===== config.mk =====
export PLATFORM = sky130hd
export DESIGN_NAME = controller
export DESIGN_NICKNAME = d
export VERILOG_FILES = /design/src/common/rv_pkg.sv /design/src/controller/controller.sv
export VERILOG_INCLUDE_DIRS = /design/src /design/src/common
export SDC_FILE = /design/constraint.sdc
export NUM_CORES = 1
export LEC_CHECK = 0
export ABC_CLOCK_PERIOD_IN_PS = 1200
export BUFFER_PORTS_ARGS = -buffer_cell sky130_fd_sc_hd__buf_2
export CAP_MARGIN = 25
export CORE_AREA = 5 5 65 49
export CTS_CLUSTER_DIAMETER = 200
export DETAILED_ROUTE_END_ITERATION = 8
export DIE_AREA = 0 0 70 54
export PLACE_DENSITY_LB_ADDON = 0.2
export RECOVER_POWER = 100
export SETUP_SLACK_MARGIN = 0.15
export SLEW_MARGIN = 10
export SYNTH_ARGS = -nofsm -noshare
export SYNTH_HDL_FRONTEND = slang
export SYNTH_SLANG_ARGS = --single-unit

===== constraint.sdc =====
create_clock -name clk -period 1.2 [get_ports clk]
set_clock_uncertainty 0.05 [all_clocks]
set_input_delay 0.12 -clock clk [delete_from_list [all_inputs] [get_ports clk]]
set_output_delay 0.12 -clock clk [all_outputs]
set_load 0.05 [all_outputs]

===== src/common/rv_defines.svh =====
// Data width and opcode[6:2] codes for the RV32IM decode/execute slice
// Opcode bits [1:0] are assumed to be 2'b11 and are not decoded
`ifndef RV_DEFINES_SVH
`define RV_DEFINES_SVH

`define RV_XLEN 32

// opcode[6:2]
`define RV_OP_R      5'b01100
`define RV_OP_I      5'b00100
`define RV_OP_LOAD   5'b00000
`define RV_OP_STORE  5'b01000
`define RV_OP_BRANCH 5'b11000
`define RV_OP_JAL    5'b11011
`define RV_OP_JALR   5'b11001
`define RV_OP_LUI    5'b01101
`define RV_OP_AUIPC  5'b00101
`define RV_OP_SYSTEM 5'b11100

`endif


===== src/common/rv_pkg.sv =====
// Shared types for the decode/execute slice
// alu_op_t numbering must stay in step with the ALU case and the controller
`include "rv_defines.svh"

package rv_pkg;

  typedef enum logic [3:0] {
    ALU_ADD    = 4'd0,
    ALU_SUB    = 4'd1,
    ALU_SLL    = 4'd2,
    ALU_SLT    = 4'd3,
    ALU_XOR    = 4'd4,
    ALU_SLTU   = 4'd5,
    ALU_SRL    = 4'd6,
    ALU_SRA    = 4'd7,
    ALU_OR     = 4'd8,
    ALU_AND    = 4'd9,
    ALU_PASSB  = 4'd10,
    ALU_MUL    = 4'd11,
    ALU_MULH   = 4'd12,
    ALU_MULHSU = 4'd13,
    ALU_MULHU  = 4'd14
  } alu_op_t;

  // Writeback source select
  localparam logic [1:0] WB_LINK = 2'b00;  // pc + 4
  localparam logic [1:0] WB_ALU  = 2'b01;
  localparam logic [1:0] WB_MEM  = 2'b10;
  localparam logic [1:0] WB_CSR  = 2'b11;

  typedef struct packed {
    logic       a_sel;     // 0 pc, 1 rs1
    logic       b_sel;     // 0 rs2, 1 imm
    logic       reg_wr;
    logic       mem_wr;
    logic       mem_read;
    logic [1:0] wb_sel;
    logic       pc_sel;    // Redirect fetch
    logic       is_mret;
    logic       csr_rd;
    logic       csr_wr;
    alu_op_t    alu_op;
  } ctrl_t;

  // Same word seen as R format (controller) or I format (imm_gen)
  typedef union packed {
    struct packed {
      logic [6:0] funct7;
      logic [4:0] rs2;
      logic [4:0] rs1;
      logic [2:0] funct3;
      logic [4:0] rd;
      logic [6:0] opcode;
    } r;
    struct packed {
      logic [11:0] imm_hi;
      logic [4:0]  rs1;
      logic [2:0]  funct3;
      logic [4:0]  rd;
      logic [6:0]  opcode;
    } i;
  } instr_u;

  typedef struct packed {
    logic [`RV_XLEN-1:0] pc;
    logic [`RV_XLEN-1:0] rs1_data;
    logic [`RV_XLEN-1:0] rs2_data;
    logic [`RV_XLEN-1:0] imm;
  } operands_t;

endpackage


===== src/controller/controller.sv =====
// Control decode plus the ID/EX control register
// Unknown opcodes decode to all controls inactive with ALU_ADD
`timescale 1ns/1ps
`include "rv_defines.svh"

module controller (
  input  logic           clk,
  input  logic           reset,
  input  logic           stall,
  input  logic           flush,
  input  rv_pkg::instr_u instruction,
  input  logic           br_taken,
  output rv_pkg::ctrl_t  ex_ctrl
);
  import rv_pkg::*;

  ctrl_t      ctrl_d;
  logic [2:0] funct3;
  logic       bit25;  // M extension
  logic       bit30;  // SUB / SRA
  logic       bit29;  // mret vs ecall/ebreak

  assign funct3 = instruction.r.funct3;
  assign bit25  = instruction.r.funct7[0];
  assign bit30  = instruction.r.funct7[5];
  assign bit29  = instruction.r.funct7[4];

  always_comb begin
    ctrl_d        = '0;
    ctrl_d.alu_op = ALU_ADD;
    case (instruction.r.opcode[6:2])
      `RV_OP_R: begin
        case ({bit25, bit30, funct3})
          5'b00000: ctrl_d.alu_op = ALU_ADD;
          5'b01000: ctrl_d.alu_op = ALU_SUB;
          5'b00001: ctrl_d.alu_op = ALU_SLL;
          5'b00010: ctrl_d.alu_op = ALU_SLT;
          5'b00011: ctrl_d.alu_op = ALU_SLTU;
          5'b00100: ctrl_d.alu_op = ALU_XOR;
          5'b00101: ctrl_d.alu_op = ALU_SRL;
          5'b01101: ctrl_d.alu_op = ALU_SRA;
          5'b00110: ctrl_d.alu_op = ALU_OR;
          5'b00111: ctrl_d.alu_op = ALU_AND;
          5'b10000: ctrl_d.alu_op = ALU_MUL;
          5'b10001: ctrl_d.alu_op = ALU_MULH;
          5'b10010: ctrl_d.alu_op = ALU_MULHSU;
          5'b10011: ctrl_d.alu_op = ALU_MULHU;
          default:  ctrl_d.alu_op = ALU_ADD;
        endcase
        ctrl_d.a_sel  = 1'b1;
        ctrl_d.wb_sel = WB_ALU;
        ctrl_d.reg_wr = 1'b1;
      end
      `RV_OP_I: begin
        casez ({bit30, funct3})
          4'b?000: ctrl_d.alu_op = ALU_ADD;
          4'b?001: ctrl_d.alu_op = ALU_SLL;
          4'b?010: ctrl_d.alu_op = ALU_SLT;
          4'b?011: ctrl_d.alu_op = ALU_SLTU;
          4'b?100: ctrl_d.alu_op = ALU_XOR;
          4'b0101: ctrl_d.alu_op = ALU_SRL;
          4'b1101: ctrl_d.alu_op = ALU_SRA;
          4'b?110: ctrl_d.alu_op = ALU_OR;
          default: ctrl_d.alu_op = ALU_AND;  // Only ?111 left
        endcase
        ctrl_d.a_sel  = 1'b1;
        ctrl_d.b_sel  = 1'b1;
        ctrl_d.wb_sel = WB_ALU;
        ctrl_d.reg_wr = 1'b1;
      end
      `RV_OP_LOAD: begin
        ctrl_d.a_sel    = 1'b1;
        ctrl_d.b_sel    = 1'b1;
        ctrl_d.mem_read = 1'b1;
        ctrl_d.wb_sel   = WB_MEM;
        ctrl_d.reg_wr   = 1'b1;
      end
      `RV_OP_STORE: begin
        ctrl_d.a_sel  = 1'b1;
        ctrl_d.b_sel  = 1'b1;
        ctrl_d.mem_wr = 1'b1;
      end
      `RV_OP_BRANCH: begin
        ctrl_d.b_sel  = 1'b1;  // Target is pc + imm
        ctrl_d.pc_sel = br_taken;
      end
      `RV_OP_JAL, `RV_OP_JALR: begin
        ctrl_d.a_sel  = (instruction.r.opcode[6:2] == `RV_OP_JALR);
        ctrl_d.b_sel  = 1'b1;
        ctrl_d.wb_sel = WB_LINK;
        ctrl_d.reg_wr = 1'b1;
        ctrl_d.pc_sel = 1'b1;
      end
      `RV_OP_LUI: begin
        ctrl_d.alu_op = ALU_PASSB;
        ctrl_d.b_sel  = 1'b1;
        ctrl_d.wb_sel = WB_ALU;
        ctrl_d.reg_wr = 1'b1;
      end
      `RV_OP_AUIPC: begin
        ctrl_d.b_sel  = 1'b1;
        ctrl_d.wb_sel = WB_ALU;
        ctrl_d.reg_wr = 1'b1;
      end
      `RV_OP_SYSTEM: begin
        ctrl_d.a_sel  = 1'b1;
        ctrl_d.wb_sel = WB_CSR;
        ctrl_d.reg_wr = 1'b1;
        casez ({bit29, funct3})
          4'b1000: ctrl_d.is_mret = 1'b1;
          4'b?001: begin  // csrrw
            ctrl_d.csr_rd = 1'b1;
            ctrl_d.csr_wr = 1'b1;
          end
          default: ;
        endcase
      end
      default: ;  // Stays inactive
    endcase
  end

  always_ff @(posedge clk) begin
    if (reset || flush) begin
      ex_ctrl <= '0;
    end else if (!stall) begin
      ex_ctrl <= ctrl_d;
    end
  end

endmodule


==> flow_summary.yaml <==
run_status:
  outcome: "complete, no violations"
clock_tree:
  cts_max_level: 1
  tritoncts: "done"
  cts-root-to-sink-buffers: 2
  worst_skew_pair.late_latency_ps: 280
  clock-root-buffer: "clkbuf_4"
  clk_transition_reported_paths_ps: 80
  clock_buffer_count_from_cts: 3
  cts_hold_repair.buffers: 0
  post-cts-setup-buffers: 0
  numClockSinks: 14
setup_path:
  timing_worst_setup_path_type: "flip-flop to output port"
  arrival_time_of_the_worst_setup_path_ps: 910
  critical_path.cell_chain: "clkbuf_2"
  timing.critical_path.max_delay_family: "flip-flops"
  critical_path.startpoint_type: "flip-flop"
  critPathRequiredTime_ps: 1030
  cp_num_buf_inv: 1
  cp_slowest_cell: "dfxtp_1"
  max_stage_delay_ps: 350
  crit_path_end_kind: "output port"
  cp_max_fo: 2
global_route:
  grt_first_pass_wirelength_um: 4460
  grtUsageMet2: 0.208
  grt_max_degree: 13
  globalRouteOverflowTotal: 0
  globalRouteMet3Util: 0.0522
  grtUsageTotal: 0.147
  top_usage_layer: "met1"
  met1_demand_to_capacity_share_in_global_routing: 0.214
  grt_antenna_before_repair: 0
  first_global_vias: 967
cells_and_area:
  multi_input_comb_area_um2: 609
  final-instance-count-excl-fill: 204
  drive_above_1_share: 0.393
  finish.net_count: 211
  filler_cell_count: 279
  areaGrowthSynthToFinish_pct: 43.8
  final-seq-area_um2: 282
  largest_register_ffs: 14
  largest-register: "ex_ctrl"
  layout_top_registers: "ex_ctrl: 14 flops"
  insertedDiodeCount: 0
job:
  timing.max_cap.violations: 0
sta:
  setup_viol_count_final: 0
  max-slew-margin-rel: 0.793
  grt_setup_unrepaired: "yes"
  timing.final.hold_violations: 0
  fmax_ghz: 0.926
  final.period_utilization: 0.900
  post-route-worst-setup-slack_ps: 120
  finalHoldWorstSlack_ps: 67.0
  worst_slew_pin_slew_ps: 308
  maxSlewViolCount: 0
  fin_crit_ps: 1080
detailed_routing:
  drt_drc_violations_left: 0
  drt_wl_total_um: 2660
  number_of_detailed_routing_iterations_run_before_antenna_repair: 4
  vias_per_cell: 5.15
  drt_first_iter_violations: 35
  avgRoutedWirePerCell_um: 13.0
  vias: 1050
  drtAntennaViolNets: 0
synthesis:
  synth_seq_area_share: 0.302
  netlist_instances: 121
  synthesis.nets: 163
  synth_enable_flop_cells: 0
  synth.lib_cells_used.distinct: 37
  synth_top_area_frac: 0.302
  ys_async_sr_fraction: 0
  yosys-top-cells-area: "dfxtp_1 30%, a21oi_1 7.0%, ha_1 6.7%, o21ai_0 5.4%, nor2_1 5.3%"
  synth_warnings: 0
  post_synth_instance_area_um2: 928
  synth_seq_cells: 14
  synthesis.area_per_instance_um2: 7.67
  synth_area_leader_cell: "dfxtp_1"
  synthFlopType: "dfxtp_1"
place:
  place.detailed.instances: 200
  gp_congestion: 0.925
  placement.setup.worst_slack_ps: -238
  io_buffer_count: 30
  dp_hpwl_um: 2080
die:
  boundaryPins: 52
  initial_utilization: 0.357
  chipWidth_um: 70
  die_area_um2: 3780
  placementRows: 16
  core_um2: 2600
  die_height_um: 54
power:
  power_density_nw_per_um2: 834
  power_leakage_nw: 0.571
  power.total_mw: 1.11
  worst_vdd_drop_v: 0.000422
hold_path:
  min_path_type: "primary input to flip-flop"
==> final timing paths <==
check / from / to / slack [ps] / cells after the start
setup reg to reg: ex_ctrl[5]$_SDFFE_PP0N_ / ex_ctrl[5]$_SDFFE_PP0N_ / 480 / 2
hold / removal: instruction[29] / ex_ctrl[6]$_SDFFE_PP0N_ / 70 / 3
hold reg to reg: ex_ctrl[10]$_SDFFE_PP0N_ / ex_ctrl[10]$_SDFFE_PP0N_ / 410 / 2
setup / recovery: ex_ctrl[11]$_SDFFE_PP0N_ / ex_ctrl[11] / 120 / 1
==> report_power, final <==
part	internal, mW	switching [mW]
logic	0.131	0.173
clock network	0.184	0.152
registers	0.471	0.00334
==> cell families (layout without fill, tap and decap cells) <==
group,count (synthesis),after routing,share of synthesized area
muxes,2,2,0.0229
AOI/OAI and AO/OA,43,43,0.295
DFF,14,14,0.302
xor gates and xnor gates,1,1,0.00944
adders and majority gates,5,5,0.0674
buffers and inverters,16,63,0.0849
and+or+nand+nor,40,40,0.218
==> final cells by class <==
| type | count | share of cell area |
|---|---|---|
| multi-input cells | 91 | 0.456 |
| repair buffers | 53 | 0.242 |
| flip-flops and latches | 14 | 0.211 |
| well taps | 36 | 0.0337 |
| inverters | 6 | 0.0300 |
| clock buffers | 4 | 0.0272 |
==> cells in the final DEF, fill, tap and decap left out, types with 2 or more instances in the layout <==
| master | synthesis | routed |
|---|---|---|
| nor2b_1 | 3 | 3 |
| ha_4 | 0 | 2 |
| a32oi_1 | 2 | 2 |
| clkbuf_2 | 0 | 17 |
| a21oi_1 | 13 | 13 |
| clkbuf_4 | 0 | 3 |
| nand3_1 | 3 | 3 |
| buf_4 | 2 | 20 |
| a31oi_1 | 5 | 5 |
| o211ai_1 | 2 | 2 |
| nand2_1 | 11 | 11 |
| nor2_1 | 13 | 13 |
| a32o_1 | 2 | 2 |
| dfxtp_1 | 14 | 13 |
| inv_1 | 6 | 4 |
| buf_2 | 3 | 10 |
| nor4_1 | 3 | 3 |
| ha_1 | 5 | 2 |
| buf_6 | 1 | 2 |
| o21ai_0 | 10 | 9 |
| clkbuf_1 | 4 | 4 |
==> routing by layer <==
layer  vias to the layer above  wire [um]
li1                        536          -
met1                       481       1360
met2                        29       1100
met3                         4        170
met4                         0         29
met5                         -          0
==> per-stage QoR <==
stage	cell area (um^2)	utilization	TNS (ps)
floorplan	978	-	0
global placement	1270	0.488	-844
detailed placement	1270	0.488	-933
CTS	1340	0.515	0
global route	1340	0.513	0
finish	1340	0.513	0
==> cells in the mapped netlist, types with 3 or more instances <==
cell type and instances:
ha_1 5, inv_1 6, nand2_1 11, buf_2 3
nor4_1 3, nand3_1 3, nor2_1 13, clkbuf_1 4
o21ai_0 10, a31oi_1 5, dfxtp_1 14, a21oi_1 13
nor2b_1 3
==> timing repair <==
item	4_1_cts	5_1_grt
gates resized for setup	13	12
endpoints found under the setup margin	16	10
pin swaps	1	8
hold endpoints to repair	0	0
Power figures use the tool's default switching activity.
