File: config.mk
export PLATFORM = sky130hd
export DESIGN_NAME = imm_gen
export DESIGN_NICKNAME = d
export VERILOG_FILES = /design/src/common/rv_pkg.sv /design/src/controller/imm_gen.sv
export VERILOG_INCLUDE_DIRS = /design/src /design/src/common
export SDC_FILE = /design/constraint.sdc
export NUM_CORES = 1
export LEC_CHECK = 0
export ABC_CLOCK_PERIOD_IN_PS = 1300
export BUFFER_PORTS_ARGS = -buffer_cell sky130_fd_sc_hd__buf_2
export CAP_MARGIN = 0
export CORE_MARGIN = 2
export CORE_UTILIZATION = 40
export DETAILED_ROUTE_END_ITERATION = 16
export PLACE_DENSITY = 0.8
export SLEW_MARGIN = 20
export SYNTH_ARGS = -nofsm -noshare
export SYNTH_HDL_FRONTEND = slang
export SYNTH_SLANG_ARGS = --single-unit
export TNS_END_PERCENT = 100
File: constraint.sdc
create_clock -name clk -period 1.3 [get_ports clk]
set_clock_uncertainty 0.2 [all_clocks]
set_input_delay 0.13 -clock clk [delete_from_list [all_inputs] [get_ports clk]]
set_output_delay 0.13 -clock clk [all_outputs]
set_load 0.005 [all_outputs]
File: src/common/rv_defines.svh
// Data width and opcode[6:2] codes for the RV32IM decode/execute slice
// Opcode bits [1:0] are assumed to be 2'b11 and are not decoded
`ifndef RV_DEFINES_SVH
`define RV_DEFINES_SVH

`define RV_XLEN 32

// opcode[6:2]
`define RV_OP_R      5'b01100
`define RV_OP_I      5'b00100
`define RV_OP_LOAD   5'b00000
`define RV_OP_STORE  5'b01000
`define RV_OP_BRANCH 5'b11000
`define RV_OP_JAL    5'b11011
`define RV_OP_JALR   5'b11001
`define RV_OP_LUI    5'b01101
`define RV_OP_AUIPC  5'b00101
`define RV_OP_SYSTEM 5'b11100

`endif

File: src/common/rv_pkg.sv
// Shared types for the decode/execute slice
// alu_op_t numbering must stay in step with the ALU case and the controller
`include "rv_defines.svh"

package rv_pkg;

  typedef enum logic [3:0] {
    ALU_ADD    = 4'd0,
    ALU_SUB    = 4'd1,
    ALU_SLL    = 4'd2,
    ALU_SLT    = 4'd3,
    ALU_XOR    = 4'd4,
    ALU_SLTU   = 4'd5,
    ALU_SRL    = 4'd6,
    ALU_SRA    = 4'd7,
    ALU_OR     = 4'd8,
    ALU_AND    = 4'd9,
    ALU_PASSB  = 4'd10,
    ALU_MUL    = 4'd11,
    ALU_MULH   = 4'd12,
    ALU_MULHSU = 4'd13,
    ALU_MULHU  = 4'd14
  } alu_op_t;

  // Writeback source select
  localparam logic [1:0] WB_LINK = 2'b00;  // pc + 4
  localparam logic [1:0] WB_ALU  = 2'b01;
  localparam logic [1:0] WB_MEM  = 2'b10;
  localparam logic [1:0] WB_CSR  = 2'b11;

  typedef struct packed {
    logic       a_sel;     // 0 pc, 1 rs1
    logic       b_sel;     // 0 rs2, 1 imm
    logic       reg_wr;
    logic       mem_wr;
    logic       mem_read;
    logic [1:0] wb_sel;
    logic       pc_sel;    // Redirect fetch
    logic       is_mret;
    logic       csr_rd;
    logic       csr_wr;
    alu_op_t    alu_op;
  } ctrl_t;

  // Same word seen as R format (controller) or I format (imm_gen)
  typedef union packed {
    struct packed {
      logic [6:0] funct7;
      logic [4:0] rs2;
      logic [4:0] rs1;
      logic [2:0] funct3;
      logic [4:0] rd;
      logic [6:0] opcode;
    } r;
    struct packed {
      logic [11:0] imm_hi;
      logic [4:0]  rs1;
      logic [2:0]  funct3;
      logic [4:0]  rd;
      logic [6:0]  opcode;
    } i;
  } instr_u;

  typedef struct packed {
    logic [`RV_XLEN-1:0] pc;
    logic [`RV_XLEN-1:0] rs1_data;
    logic [`RV_XLEN-1:0] rs2_data;
    logic [`RV_XLEN-1:0] imm;
  } operands_t;

endpackage

File: src/controller/imm_gen.sv
// Immediate extraction and the ID/EX operand register
// U and J layouts assume RV_XLEN of 32
`timescale 1ns/1ps
`include "rv_defines.svh"

module imm_gen (
  input  logic                clk,
  input  logic                reset,
  input  logic                stall,
  input  logic                flush,
  input  rv_pkg::instr_u      instruction,
  input  logic [`RV_XLEN-1:0] pc,
  input  logic [`RV_XLEN-1:0] rs1_data,
  input  logic [`RV_XLEN-1:0] rs2_data,
  output rv_pkg::operands_t   ex_ops
);
  import rv_pkg::*;

  logic [11:0]         imm_hi;
  logic [4:0]          rs1;
  logic [2:0]          funct3;
  logic [4:0]          rd;
  logic [`RV_XLEN-1:0] imm;
  operands_t           ops_d;

  assign imm_hi = instruction.i.imm_hi;
  assign rs1    = instruction.i.rs1;
  assign funct3 = instruction.i.funct3;
  assign rd     = instruction.i.rd;

  always_comb begin
    case (instruction.i.opcode[6:2])
      `RV_OP_LOAD, `RV_OP_I, `RV_OP_JALR, `RV_OP_SYSTEM:
        imm = {{(`RV_XLEN-12){imm_hi[11]}}, imm_hi};
      `RV_OP_STORE:
        imm = {{(`RV_XLEN-12){imm_hi[11]}}, imm_hi[11:5], rd};
      `RV_OP_BRANCH:  // imm[12] is the sign
        imm = {{(`RV_XLEN-12){imm_hi[11]}}, rd[0], imm_hi[10:5], rd[4:1], 1'b0};
      `RV_OP_LUI, `RV_OP_AUIPC:
        imm = {imm_hi, rs1, funct3, 12'b0};
      `RV_OP_JAL:
        imm = {{(`RV_XLEN-20){imm_hi[11]}}, rs1, funct3, imm_hi[0], imm_hi[10:1], 1'b0};
      default: imm = '0;  // R type and unknown
    endcase
  end

  assign ops_d = '{pc: pc, rs1_data: rs1_data, rs2_data: rs2_data, imm: imm};

  always_ff @(posedge clk) begin
    if (reset || flush) begin
      ex_ops <= '0;
    end else if (!stall) begin
      ex_ops <= ops_d;
    end
  end

endmodule

==> results of run 1 <==
==> placed cells by master (no fill, tap or decap), types with 2 or more instances in the layout <==
cell and count:
dfxtp_1 128, inv_1 2, a21boi_0 9, nand2_1 28
a221oi_2 11, nand2b_1 2, buf_6 2, clkbuf_16 17
a21oi_1 11, clkinvlp_4 2, a21boi_1 2, clkinv_2 3
mux2i_1 96, o21ai_0 6, buf_2 256, clkbuf_8 2
buf_12 7, o21ai_1 8, nor2_1 100, a22o_1 6
o21ai_4 2, dlygate4sd3_1 122, a22oi_1 4, bufinv_16 6
buf_4 24
==> worst max path at each step <==
stage,startpoint,end,slack (ns),cells after the start
after floorplan,instruction[3],ex_ops[12]$_SDFFE_PP0N_,-0.07,5
after global placement,instruction[2],ex_ops[30]$_SDFFE_PP0N_,-0.47,5
after detailed placement,instruction[2],ex_ops[30]$_SDFFE_PP0N_,-0.52,5
after CTS,stall,ex_ops[30]$_SDFFE_PP0N_,0.005,6
after global routing,instruction[20],ex_ops[0]$_SDFFE_PP0N_,-0.01,6
final,ex_ops[28]$_SDFFE_PP0N_,ex_ops[28],0.06,1
==> kinds of logic (layout without fill, tap and decap cells) <==
family | count (synthesis) | after routing | share of synthesized area [%]
buffers and inverters | 36 | 445 | 3.70
and+or+nand+nor | 142 | 142 | 12.1
AOI/OAI and AO/OA | 72 | 72 | 12.1
xor gates and xnor gates | 1 | 1 | 0.179
muxes | 96 | 96 | 19.6
DFF | 128 | 128 | 52.3
==> where the power goes <==
group          internal (W)  switching, W
sequential          0.00403     0.0000545
clock               0.00367       0.00171
combinational      0.000730      0.000551
==> final cells by class <==
cell class	count	area, sq um
tap	147	184
clock inverter	11	210
clock buffer	20	457
sequential	128	2560
timing repair buffer	412	2860
fill	798	3460
multi-input combinational	311	2220
inverter	2	7.51
==> cell usage after synthesis, drive strengths merged <==
| master | instances |
|---|---|
| dfxtp | 128 |
| nor2 | 101 |
| mux2i | 96 |
| nand2 | 29 |
| buf | 22 |
| o21ai | 17 |
| a21boi | 12 |
| a221oi | 12 |
| clkbuf | 12 |
| a21oi | 11 |
| a22o | 6 |
| a22oi | 4 |
| inv | 2 |
| nand2b | 2 |
| nor3 | 2 |
| a2111oi | 1 |
| a211o | 1 |
| a211oi | 1 |
| a2bb2oi | 1 |
| a32oi | 1 |
| and3b | 1 |
| and4b | 1 |
| nand3b | 1 |
| nand4b | 1 |
| nor2b | 1 |
| nor4 | 1 |
| o211ai | 1 |
| o21a | 1 |
| o21ba | 1 |
| o2bb2ai | 1 |
| o31ai | 1 |
| or2 | 1 |
| or3b | 1 |
| xnor2 | 1 |
==> what timing repair did <==
| item | 4_1_cts | 5_1_grt |
|---|---|---|
| endpoints found under the hold margin | 128 | 0 |
| gates cloned | 0 | 0 |
| setup endpoints to repair | 6 | 8 |
| pin swaps | 0 | 1 |
| gates resized for setup | 2 | 7 |
| hold buffers | 123 | 0 |
==> per-layer routing <==
metal	wire, microns	global-route usage [%]
met1	6220	25.0
met2	8720	45.9
met3	1090	7.89
met4	663	14.5
met5	0	0
==> through the flow <==
step,util [%],total power [W],hold WS [ns],std cells
6_report,71.1,0.0108,-0.00846,1031
5_1_grt,71.1,0.0111,0.000271,1031
4_1_cts,70.9,0.0108,-0.0218,1031
3_5_place_dp,54.9,0.00510,0.163,877
3_3_place_gp,54.9,0.00508,0.156,877
2_1_floorplan,-,0.00466,0.0555,475
==> impl_metrics.json, run 1 <==
{
  "io_pins": 260,
  "post-route-period-util_pct": 95.1,
  "cts_tree": "built",
  "antenna_cells_inserted": 0,
  "cp.buffers_inverters": 1,
  "detail_route.vias_per_cell": 4.91,
  "setup_fix_bufs_post_cts": 0,
  "antenna_left": 0,
  "clock-sinks": 128,
  "timing.setup.critical_path_class": "flop to output pin",
  "gp_congestion": 0.851,
  "avg_wl_per_cell_microns": 16.2,
  "fp.coreArea_sq_mm": 0.0120,
  "period_needed_ns": 1.24,
  "via_count_of_the_routed_design": 5065,
  "netlist_top_cells_area": "dfxtp_1 (52%), mux2i_1 (20%), nor2_1 (7.7%)",
  "max_slew.worst_pin.slew_ns": 0.503,
  "clk_root_buffer_cell": "clkbuf_16",
  "final-setup-viol-count": 0,
  "synth_seq_area_share_pct": 52.3,
  "clkLatencyLatePin_ns": 0.41,
  "max-slew-margin-rel_pct": 66.5,
  "fp.dieArea_sq_mm": 0.0131,
  "worst_setup_slack_after_placement_ns": -0.519,
  "hold_path_end": "ex_ops[0]$_SDFFE_PP0N_",
  "outcome": "complete, but fails checks",
  "gr-total-overflow": 0,
  "postPlaceCellArea_sq_mm": 0.00657,
  "irDropWorstVdd_mv": 1.32,
  "first_global_vias": 5355,
  "area_growth_syn_to_layout_pct": 73.5,
  "p_leak_nw": 4.16,
  "synth.cell_area_sq_mm": 0.00490,
  "rr_endpoint": "ex_ops[25]$_SDFFE_PP0N_",
  "netlist.top_cell.by_area": "dfxtp_1",
  "violations": "negative hold slack",
  "postLayoutCellArea_sq_mm": 0.00850,
  "totalNegativeSetupSlack_ns": 0,
  "smallest_setup_slack_after_layout_ns": 0.0641,
  "max-clock-path-buffers": 2,
  "synth_cells": 475,
  "timing.critical_path.cells": "buf_2",
  "grt_first_pass_wirelength_microns": 25700,
  "yosys_register_bits": 128,
  "fin_hold_ws_ns": -0.00846,
  "holdCritStartpoint": "reset",
  "die-height_microns": 115,
  "worstHoldPathType": "input pin to flop",
  "drv.max_cap_violation_count": 0,
  "biggestRegsByFlops": "ex_ops x128",
  "yosys_warnings": 0,
  "drive_gt1_share_pct": 38.9,
  "cp_max_fo": 2,
  "endpoint_kind": "output pin",
  "initial_antenna_violation_count": 0,
  "drt-pass1-iter-count": 5,
  "worst_path_top_cell_family_by_delay": "flip-flops",
  "power_per_cell_area_mw_per_mm2": 1270,
  "regToRegSetupSlack_ns": 0.21,
  "cts.reportedPaths.clkPinSlew_ns": 0.06,
  "grt_max_degree": 47,
  "critical_path.slowest_cell": "dfxtp_1",
  "timing.critical_path.from_type": "flop",
  "synth.top_cell.area_share_pct": 52.3,
  "timing.critical_path.slowest_cell_delay_ns": 0.33,
  "finalNetCount": 1004,
  "numPortBuffers": 257,
  "h-tree-depth": 4,
  "die_width_microns": 115,
  "start_util_pct": 41.0,
  "r2r_start": "ex_ops[25]$_SDFFE_PP0N_",
  "postSynthNetCount": 607,
  "fmax_ghz": 0.809,
  "final_number_of_hold_violating_endpoints": 1,
  "routed_wire_length_microns": 16700,
  "largest_register": "ex_ops",
  "critPathRequiredTime_ns": 0.97,
  "place_hpwl_microns": 9730,
  "detailedRoute.firstIterationViolations": 371,
  "report.final.slew_viol_count": 0,
  "postSynthAreaPerCell_sq_um": 10.3,
  "holdPathStages": 5,
  "r2r.worst_path.cells": 3,
  "arrival_ns": 0.91,
  "largest_reg_flops": 128,
  "synth_cell_types": 42,
  "global_route.usage.total_pct": 25.2,
  "detail_route.drc_violations": 0,
  "numCtsBuffers": 17,
  "standard_cell_rows": 40
}
(Power assumes the default switching activity.)
==> inputs of run 2 (changes only) <==
- CORE_MARGIN: 2 -> 5
- CORE_UTILIZATION: 40 -> 30
- PLACE_DENSITY: 0.8 -> 0.64
- SLEW_MARGIN: 20 -> 30
==> run 2 against run 1 <==
  * The run now ends clean
  * Cell count is 7.9% higher
  * Final area is 1.6% higher
  * Fmax is 1.2% lower
  * Worst hold slack better by 0.016 ns
  * Clock power is 15% lower
  * Flip-flop and latch count stayed put
  * First-iteration DRC count is 58% lower
  * Power is 7.1% lower
  * Utilization is 17 points lower
  * Non-clock buffer count is 11 higher
==> impl_metrics.json, run 2 (synthesis gave the netlist of run 1 again) <==
{
  "outcome": "complete, no violations",
  "p_leak_nw": 4.18,
  "h-tree-depth": 4,
  "rsz0062_at_grt": "no",
  "clock-sinks": 128,
  "cp_max_fo": 4,
  "endpoint_kind": "flop",
  "irDropWorstVdd_mv": 0.823,
  "timing.critical_path.from_type": "input pin",
  "final-setup-viol-count": 0,
  "final.fill_count": 1407,
  "drive_gt1_share_pct": 39.4,
  "grt_first_pass_wirelength_microns": 25400,
  "timing.setup.critical_path_class": "input pin to flop",
  "postLayoutCellArea_sq_mm": 0.00864,
  "detail_route.vias_per_cell": 4.46,
  "cts_tree": "built",
  "clk_root_buffer_cell": "clkbuf_16",
  "detail_route.drc_violations": 0,
  "biggestRegsByFlops": "ex_ops x128",
  "standard_cell_rows": 46,
  "drv.max_cap_violation_count": 0,
  "global_route.usage.total_pct": 17.2,
  "gp_congestion": 0.879,
  "post-layout-total-power_w": 0.00999,
  "io_pins": 260,
  "fp.dieArea_sq_mm": 0.0190,
  "cts.reportedPaths.clkPinSlew_ns": 0.06,
  "detailedRoute.firstIterationViolations": 157,
  "grt.busiest_layer": "met2",
  "fin_hold_ws_ns": 0.00774,
  "placedCellCount": 958,
  "arrival_ns": 1.38,
  "postPlaceCellArea_sq_mm": 0.00682,
  "antenna_cells_inserted": 0,
  "grt_util_met1_pct": 18.7,
  "antenna_left": 0,
  "regToRegSetupSlack_ns": 0.20,
  "period_needed_ns": 1.25,
  "final_number_of_hold_violating_endpoints": 0,
  "layout.cells.most_common": "buf_2",
  "initial_antenna_violation_count": 0,
  "gr-total-overflow": 0,
  "post-route-period-util_pct": 96.3,
  "max-clock-path-buffers": 2,
  "grt_util_met2_pct": 29.7,
  "start_util_pct": 30.7,
  "grt_max_degree": 58,
  "worstHoldPathType": "input pin to flop",
  "report.final.slew_viol_count": 0,
  "numCtsBuffers": 17,
  "die-height_microns": 138,
  "most-common-layout-cells": "buf_2 (255), dfxtp_1 (128), dlygate4sd3_1 (122)",
  "via_count_of_the_routed_design": 4962,
  "area_growth_syn_to_layout_pct": 76.3,
  "fp.coreArea_sq_mm": 0.0159,
  "largest_register": "ex_ops",
  "fmax_ghz": 0.799,
  "max-slew-margin-rel_pct": 58.3,
  "numPortBuffers": 257,
  "first_global_vias": 5187,
  "totalNegativeSetupSlack_ns": 0,
  "max_slew.worst_pin.slew_ns": 0.626,
  "avg_wl_per_cell_microns": 15.0,
  "die_width_microns": 138,
  "power_per_cell_area_mw_per_mm2": 1160,
  "place_hpwl_microns": 11100,
  "final_cell_count_no_fill": 1112,
  "grt_util_met3_pct": 6.65,
  "clkLatencyLatePin_ns": 0.41,
  "largest_reg_flops": 128,
  "routed_wire_length_microns": 16700,
  "drt-pass1-iter-count": 5,
  "critPathRequiredTime_ns": 1.42,
  "finalNetCount": 1015
}
-- run 2: timing repair --
action	4_1_cts	5_1_grt
setup endpoints to repair	11	8
pin swaps	0	1
hold endpoints to repair	128	0
buffers inserted	0	1
hold buffers	122	0
resized for setup	2	1
-- run 2: final cells by class --
type,instances,area (sq um),share of cell area (%)
tap,216,270,3.13
clock buffer,21,450,5.21
multi-input combinational,311,2210,25.6
sequential,128,2560,29.7
clock inverter,11,115,1.33
inverter,2,7.51,0.0869
timing repair buffer,423,3020,35.0
-- run 2: path summary, 6_finish.rpt --
kind	start	endpoint	depth (start not counted)
setup / recovery	instruction[20]	ex_ops[0]$_SDFFE_PP0N_	6
hold / removal	stall	ex_ops[0]$_SDFFE_PP0N_	5
setup reg to reg	ex_ops[30]$_SDFFE_PP0N_	ex_ops[30]$_SDFFE_PP0N_	3
hold reg to reg	ex_ops[12]$_SDFFE_PP0N_	ex_ops[12]$_SDFFE_PP0N_	2
-- run 2: metrics by stage --
stage | util, % | worst slack [ns]
floorplan | - | -0.0724
global placement | 42.8 | -0.514
detailed placement | 42.8 | -0.547
CTS | 54.1 | 0.0285
global route | 54.2 | 0.00228
finish | 54.2 | 0.0486
-- run 2: routing by layer --
layer | vias to the layer above | wire length (microns)
met5 | - | 0
li1 | 2473 | -
met3 | 40 | 1280
met2 | 189 | 8250
met4 | 0 | 493
met1 | 2260 | 6630
-- run 2: where the power goes --
part           switching [W]  total, W  internal, W
registers          0.0000510   0.00408      0.00403
logic               0.000542   0.00131     0.000772
clock network        0.00175   0.00460      0.00285
total                0.00234   0.00999      0.00765
-- run 2: critical path, cell delays in order --
cell	delay, ns
dlygate4sd3_1	0.52
buf_2	0.15
nand2b_1	0.07
a211oi_1	0.22
a21oi_1	0.09
o31ai_1	0.19
==> inputs of run 3 (changes only) <==
--- a/config.mk
+++ b/config.mk
@@ -8,3 +8,3 @@
 export LEC_CHECK = 0
-export ABC_CLOCK_PERIOD_IN_PS = 1300
+export ABC_CLOCK_PERIOD_IN_PS = 1600
 export BUFFER_PORTS_ARGS = -buffer_cell sky130_fd_sc_hd__buf_2
@@ -12,5 +12,5 @@
 export CORE_MARGIN = 5
-export CORE_UTILIZATION = 30
+export CORE_UTILIZATION = 48
 export DETAILED_ROUTE_END_ITERATION = 16
-export PLACE_DENSITY = 0.64
+export PLACE_DENSITY = 0.9
 export SLEW_MARGIN = 30
==> constraint.sdc (replaced) <==
create_clock -name clk -period 1.6 [get_ports clk]
set_clock_uncertainty 0.2 [all_clocks]
set_input_delay 0.24 -clock clk [delete_from_list [all_inputs] [get_ports clk]]
set_output_delay 0.24 -clock clk [all_outputs]
set_load 0.005 [all_outputs]
==> run 3 against run 2 <==
  * The flow now finishes with violations (negative setup slack)
  * Non-clock buffer count is 14 lower
  * Routed wire length is 25% higher
  * Clock-buffer cell count is 1 lower
  * Worst hold slack improved by 0.038 ns
  * Sequential power down 18%
  * Sequential share of layout area is 1.3 points higher
  * Critical path depth increased by 1
  * Worst setup slack worse by 0.10 ns
  * Die area decreased by 35%
  * Cell count shrank 8.6%
  * Power fell by 19%
  * Utilization grew 30 points
==> impl_metrics.json, run 3 (synthesis gave the netlist of run 1 again) <==
{
  "drt-pass1-iter-count": 6,
  "layout.cells.most_common": "buf_2",
  "gr-total-overflow": 0,
  "rr_endpoint": "ex_ops[27]$_SDFFE_PP0N_",
  "fp.dieArea_sq_mm": 0.0123,
  "biggestRegsByFlops": "ex_ops x128",
  "drive_gt1_share_pct": 38.1,
  "grt_first_pass_wirelength_microns": 31500,
  "detail_route.vias_per_cell": 5.47,
  "place_hpwl_microns": 10900,
  "fin_hold_ws_ns": 0.0461,
  "smallest_setup_slack_after_layout_ns": -0.0558,
  "routed_wire_length_microns": 20800,
  "most-common-layout-cells": "buf_2 (256), dfxtp_1 (128), dlygate4sd3_1 (125)",
  "cts.reportedPaths.clkPinSlew_ns": 0.06,
  "worstHoldPathType": "input pin to flop",
  "gp_congestion": 0.890,
  "endpoint_kind": "flop",
  "report.final.slew_viol_count": 0,
  "largest_reg_flops": 128,
  "max-clock-path-buffers": 2,
  "post-route-period-util_pct": 103,
  "die-height_microns": 111,
  "period_needed_ns": 1.66,
  "violations": "negative setup slack",
  "initial_antenna_violation_count": 2,
  "finish.utilization_pct": 83.9,
  "cts_tree": "built",
  "critPathRequiredTime_ns": 1.77,
  "fmax_ghz": 0.604,
  "p_leak_nw": 4.08,
  "finalNetCount": 1001,
  "clkLatencyLatePin_ns": 0.51,
  "via_count_of_the_routed_design": 5556,
  "totalNegativeSetupSlack_ns": -0.111,
  "worst_setup_path_startpoint": "stall",
  "first_global_vias": 5825,
  "numPortBuffers": 257,
  "timing.critical_path.from_type": "input pin",
  "regToRegSetupSlack_ns": 0.34,
  "max_slew.worst_pin.slew_ns": 0.438,
  "timing.setup.critical_path_class": "input pin to flop",
  "arrival_ns": 1.83,
  "standard_cell_rows": 36,
  "clock-sinks": 128,
  "avg_wl_per_cell_microns": 20.5,
  "crit_end": "ex_ops[1]$_SDFFE_PP0N_",
  "io_pins": 260,
  "area_growth_syn_to_layout_pct": 69.0,
  "final_number_of_hold_violating_endpoints": 0,
  "global_route.usage.total_pct": 32.0,
  "final-setup-viol-count": 3,
  "detailedRoute.firstIterationViolations": 438,
  "max-slew-margin-rel_pct": 70.7,
  "power_per_cell_area_mw_per_mm2": 974,
  "fp.coreArea_sq_mm": 0.00986,
  "r2r_start": "ex_ops[27]$_SDFFE_PP0N_",
  "start_util_pct": 49.7,
  "antenna_left": 0,
  "clk_root_buffer_cell": "clkbuf_8",
  "detail_route.drc_violations": 0,
  "r2r.worst_path.cells": 3,
  "die_width_microns": 111,
  "outcome": "complete, but fails checks",
  "h-tree-depth": 4,
  "cp_max_fo": 6,
  "grt_max_degree": 74,
  "largest_register": "ex_ops",
  "drv.max_cap_violation_count": 0,
  "irDropWorstVdd_mv": 0.847,
  "numCtsBuffers": 17
}
## run 3: cell count changes in the layout (fill, tap and decap cells not counted), sizes merged
cell,before,now
dlygate4sd3,122,125
inv,2,6
diode,0,2
buf,301,283
bufinv,2,1
clkinvlp,4,1
dlymetal6s4s,0,1
clkbuf,21,20
## run 3: report_power, final
| group | switching, W | internal (W) |
|---|---|---|
| clock | 0.00149 | 0.00219 |
| combinational | 0.000480 | 0.000576 |
| sequential | 0.0000532 | 0.00327 |
| total | 0.00202 | 0.00604 |
## run 3: timing repair
action / CTS / global route
hold buffers: 126 / 0
gates resized for setup: 0 / 6
buffers inserted: 0 / 1
setup endpoints to repair: 0 / 13
hold endpoints to repair: 128 / 0
## run 3: layer usage
| metal | global-route usage [%] | share of wire, % |
|---|---|---|
| met5 | 0 | 0 |
| met4 | 19.3 | 5.8 |
| met3 | 8.95 | 8.6 |
| met2 | 58.7 | 52 |
| met1 | 31.8 | 34 |
## run 3: per-stage QoR
| step | instances | total power, W | setup slack (ns) | area [sq um] |
|---|---|---|---|---|
| finish | 1016 | 0.00806 | -0.0558 | 8280 |
| global route | 1016 | 0.00829 | -0.0609 | 8280 |
| CTS | 1013 | 0.00795 | 0.00692 | 8250 |
| detailed placement | 856 | 0.00412 | -0.309 | 6420 |
| global placement | 856 | 0.00408 | -0.0987 | 6420 |
| floorplan | 475 | 0.00376 | 0.0279 | 4900 |
## run 3: final cells by class
class | count | area (sq um)
antenna | 2 | 5.00
clock buffer | 20 | 455
clock inverter | 11 | 105
fill | 435 | 1590
inverter | 2 | 7.51
multi-input combinational | 311 | 2170
sequential | 128 | 2560
tap | 133 | 166
timing repair buffer | 409 | 2810
## run 3: how the worst min path moves through the flow
stage / endpoint / cells after the start / startpoint / slack, ns
floorplan: ex_ops[10]$_SDFFE_PP0N_ / 1 / instruction[30] / 0.17
global placement: ex_ops[16]$_SDFFE_PP0N_ / 2 / ex_ops[16]$_SDFFE_PP0N_ / 0.23
detailed placement: ex_ops[12]$_SDFFE_PP0N_ / 2 / ex_ops[12]$_SDFFE_PP0N_ / 0.24
CTS: ex_ops[31]$_SDFFE_PP0N_ / 4 / stall / 0.02
global route: ex_ops[31]$_SDFFE_PP0N_ / 4 / stall / 0.04
finish: ex_ops[31]$_SDFFE_PP0N_ / 4 / stall / 0.05
## run 3: critical path: stages
cell           delay [ns]
buf_6                0.11
dlygate4sd3_1        0.60
nor3_2               0.06
buf_4                0.15
and4b_2              0.29
a22oi_1              0.21
o21ai_0              0.15
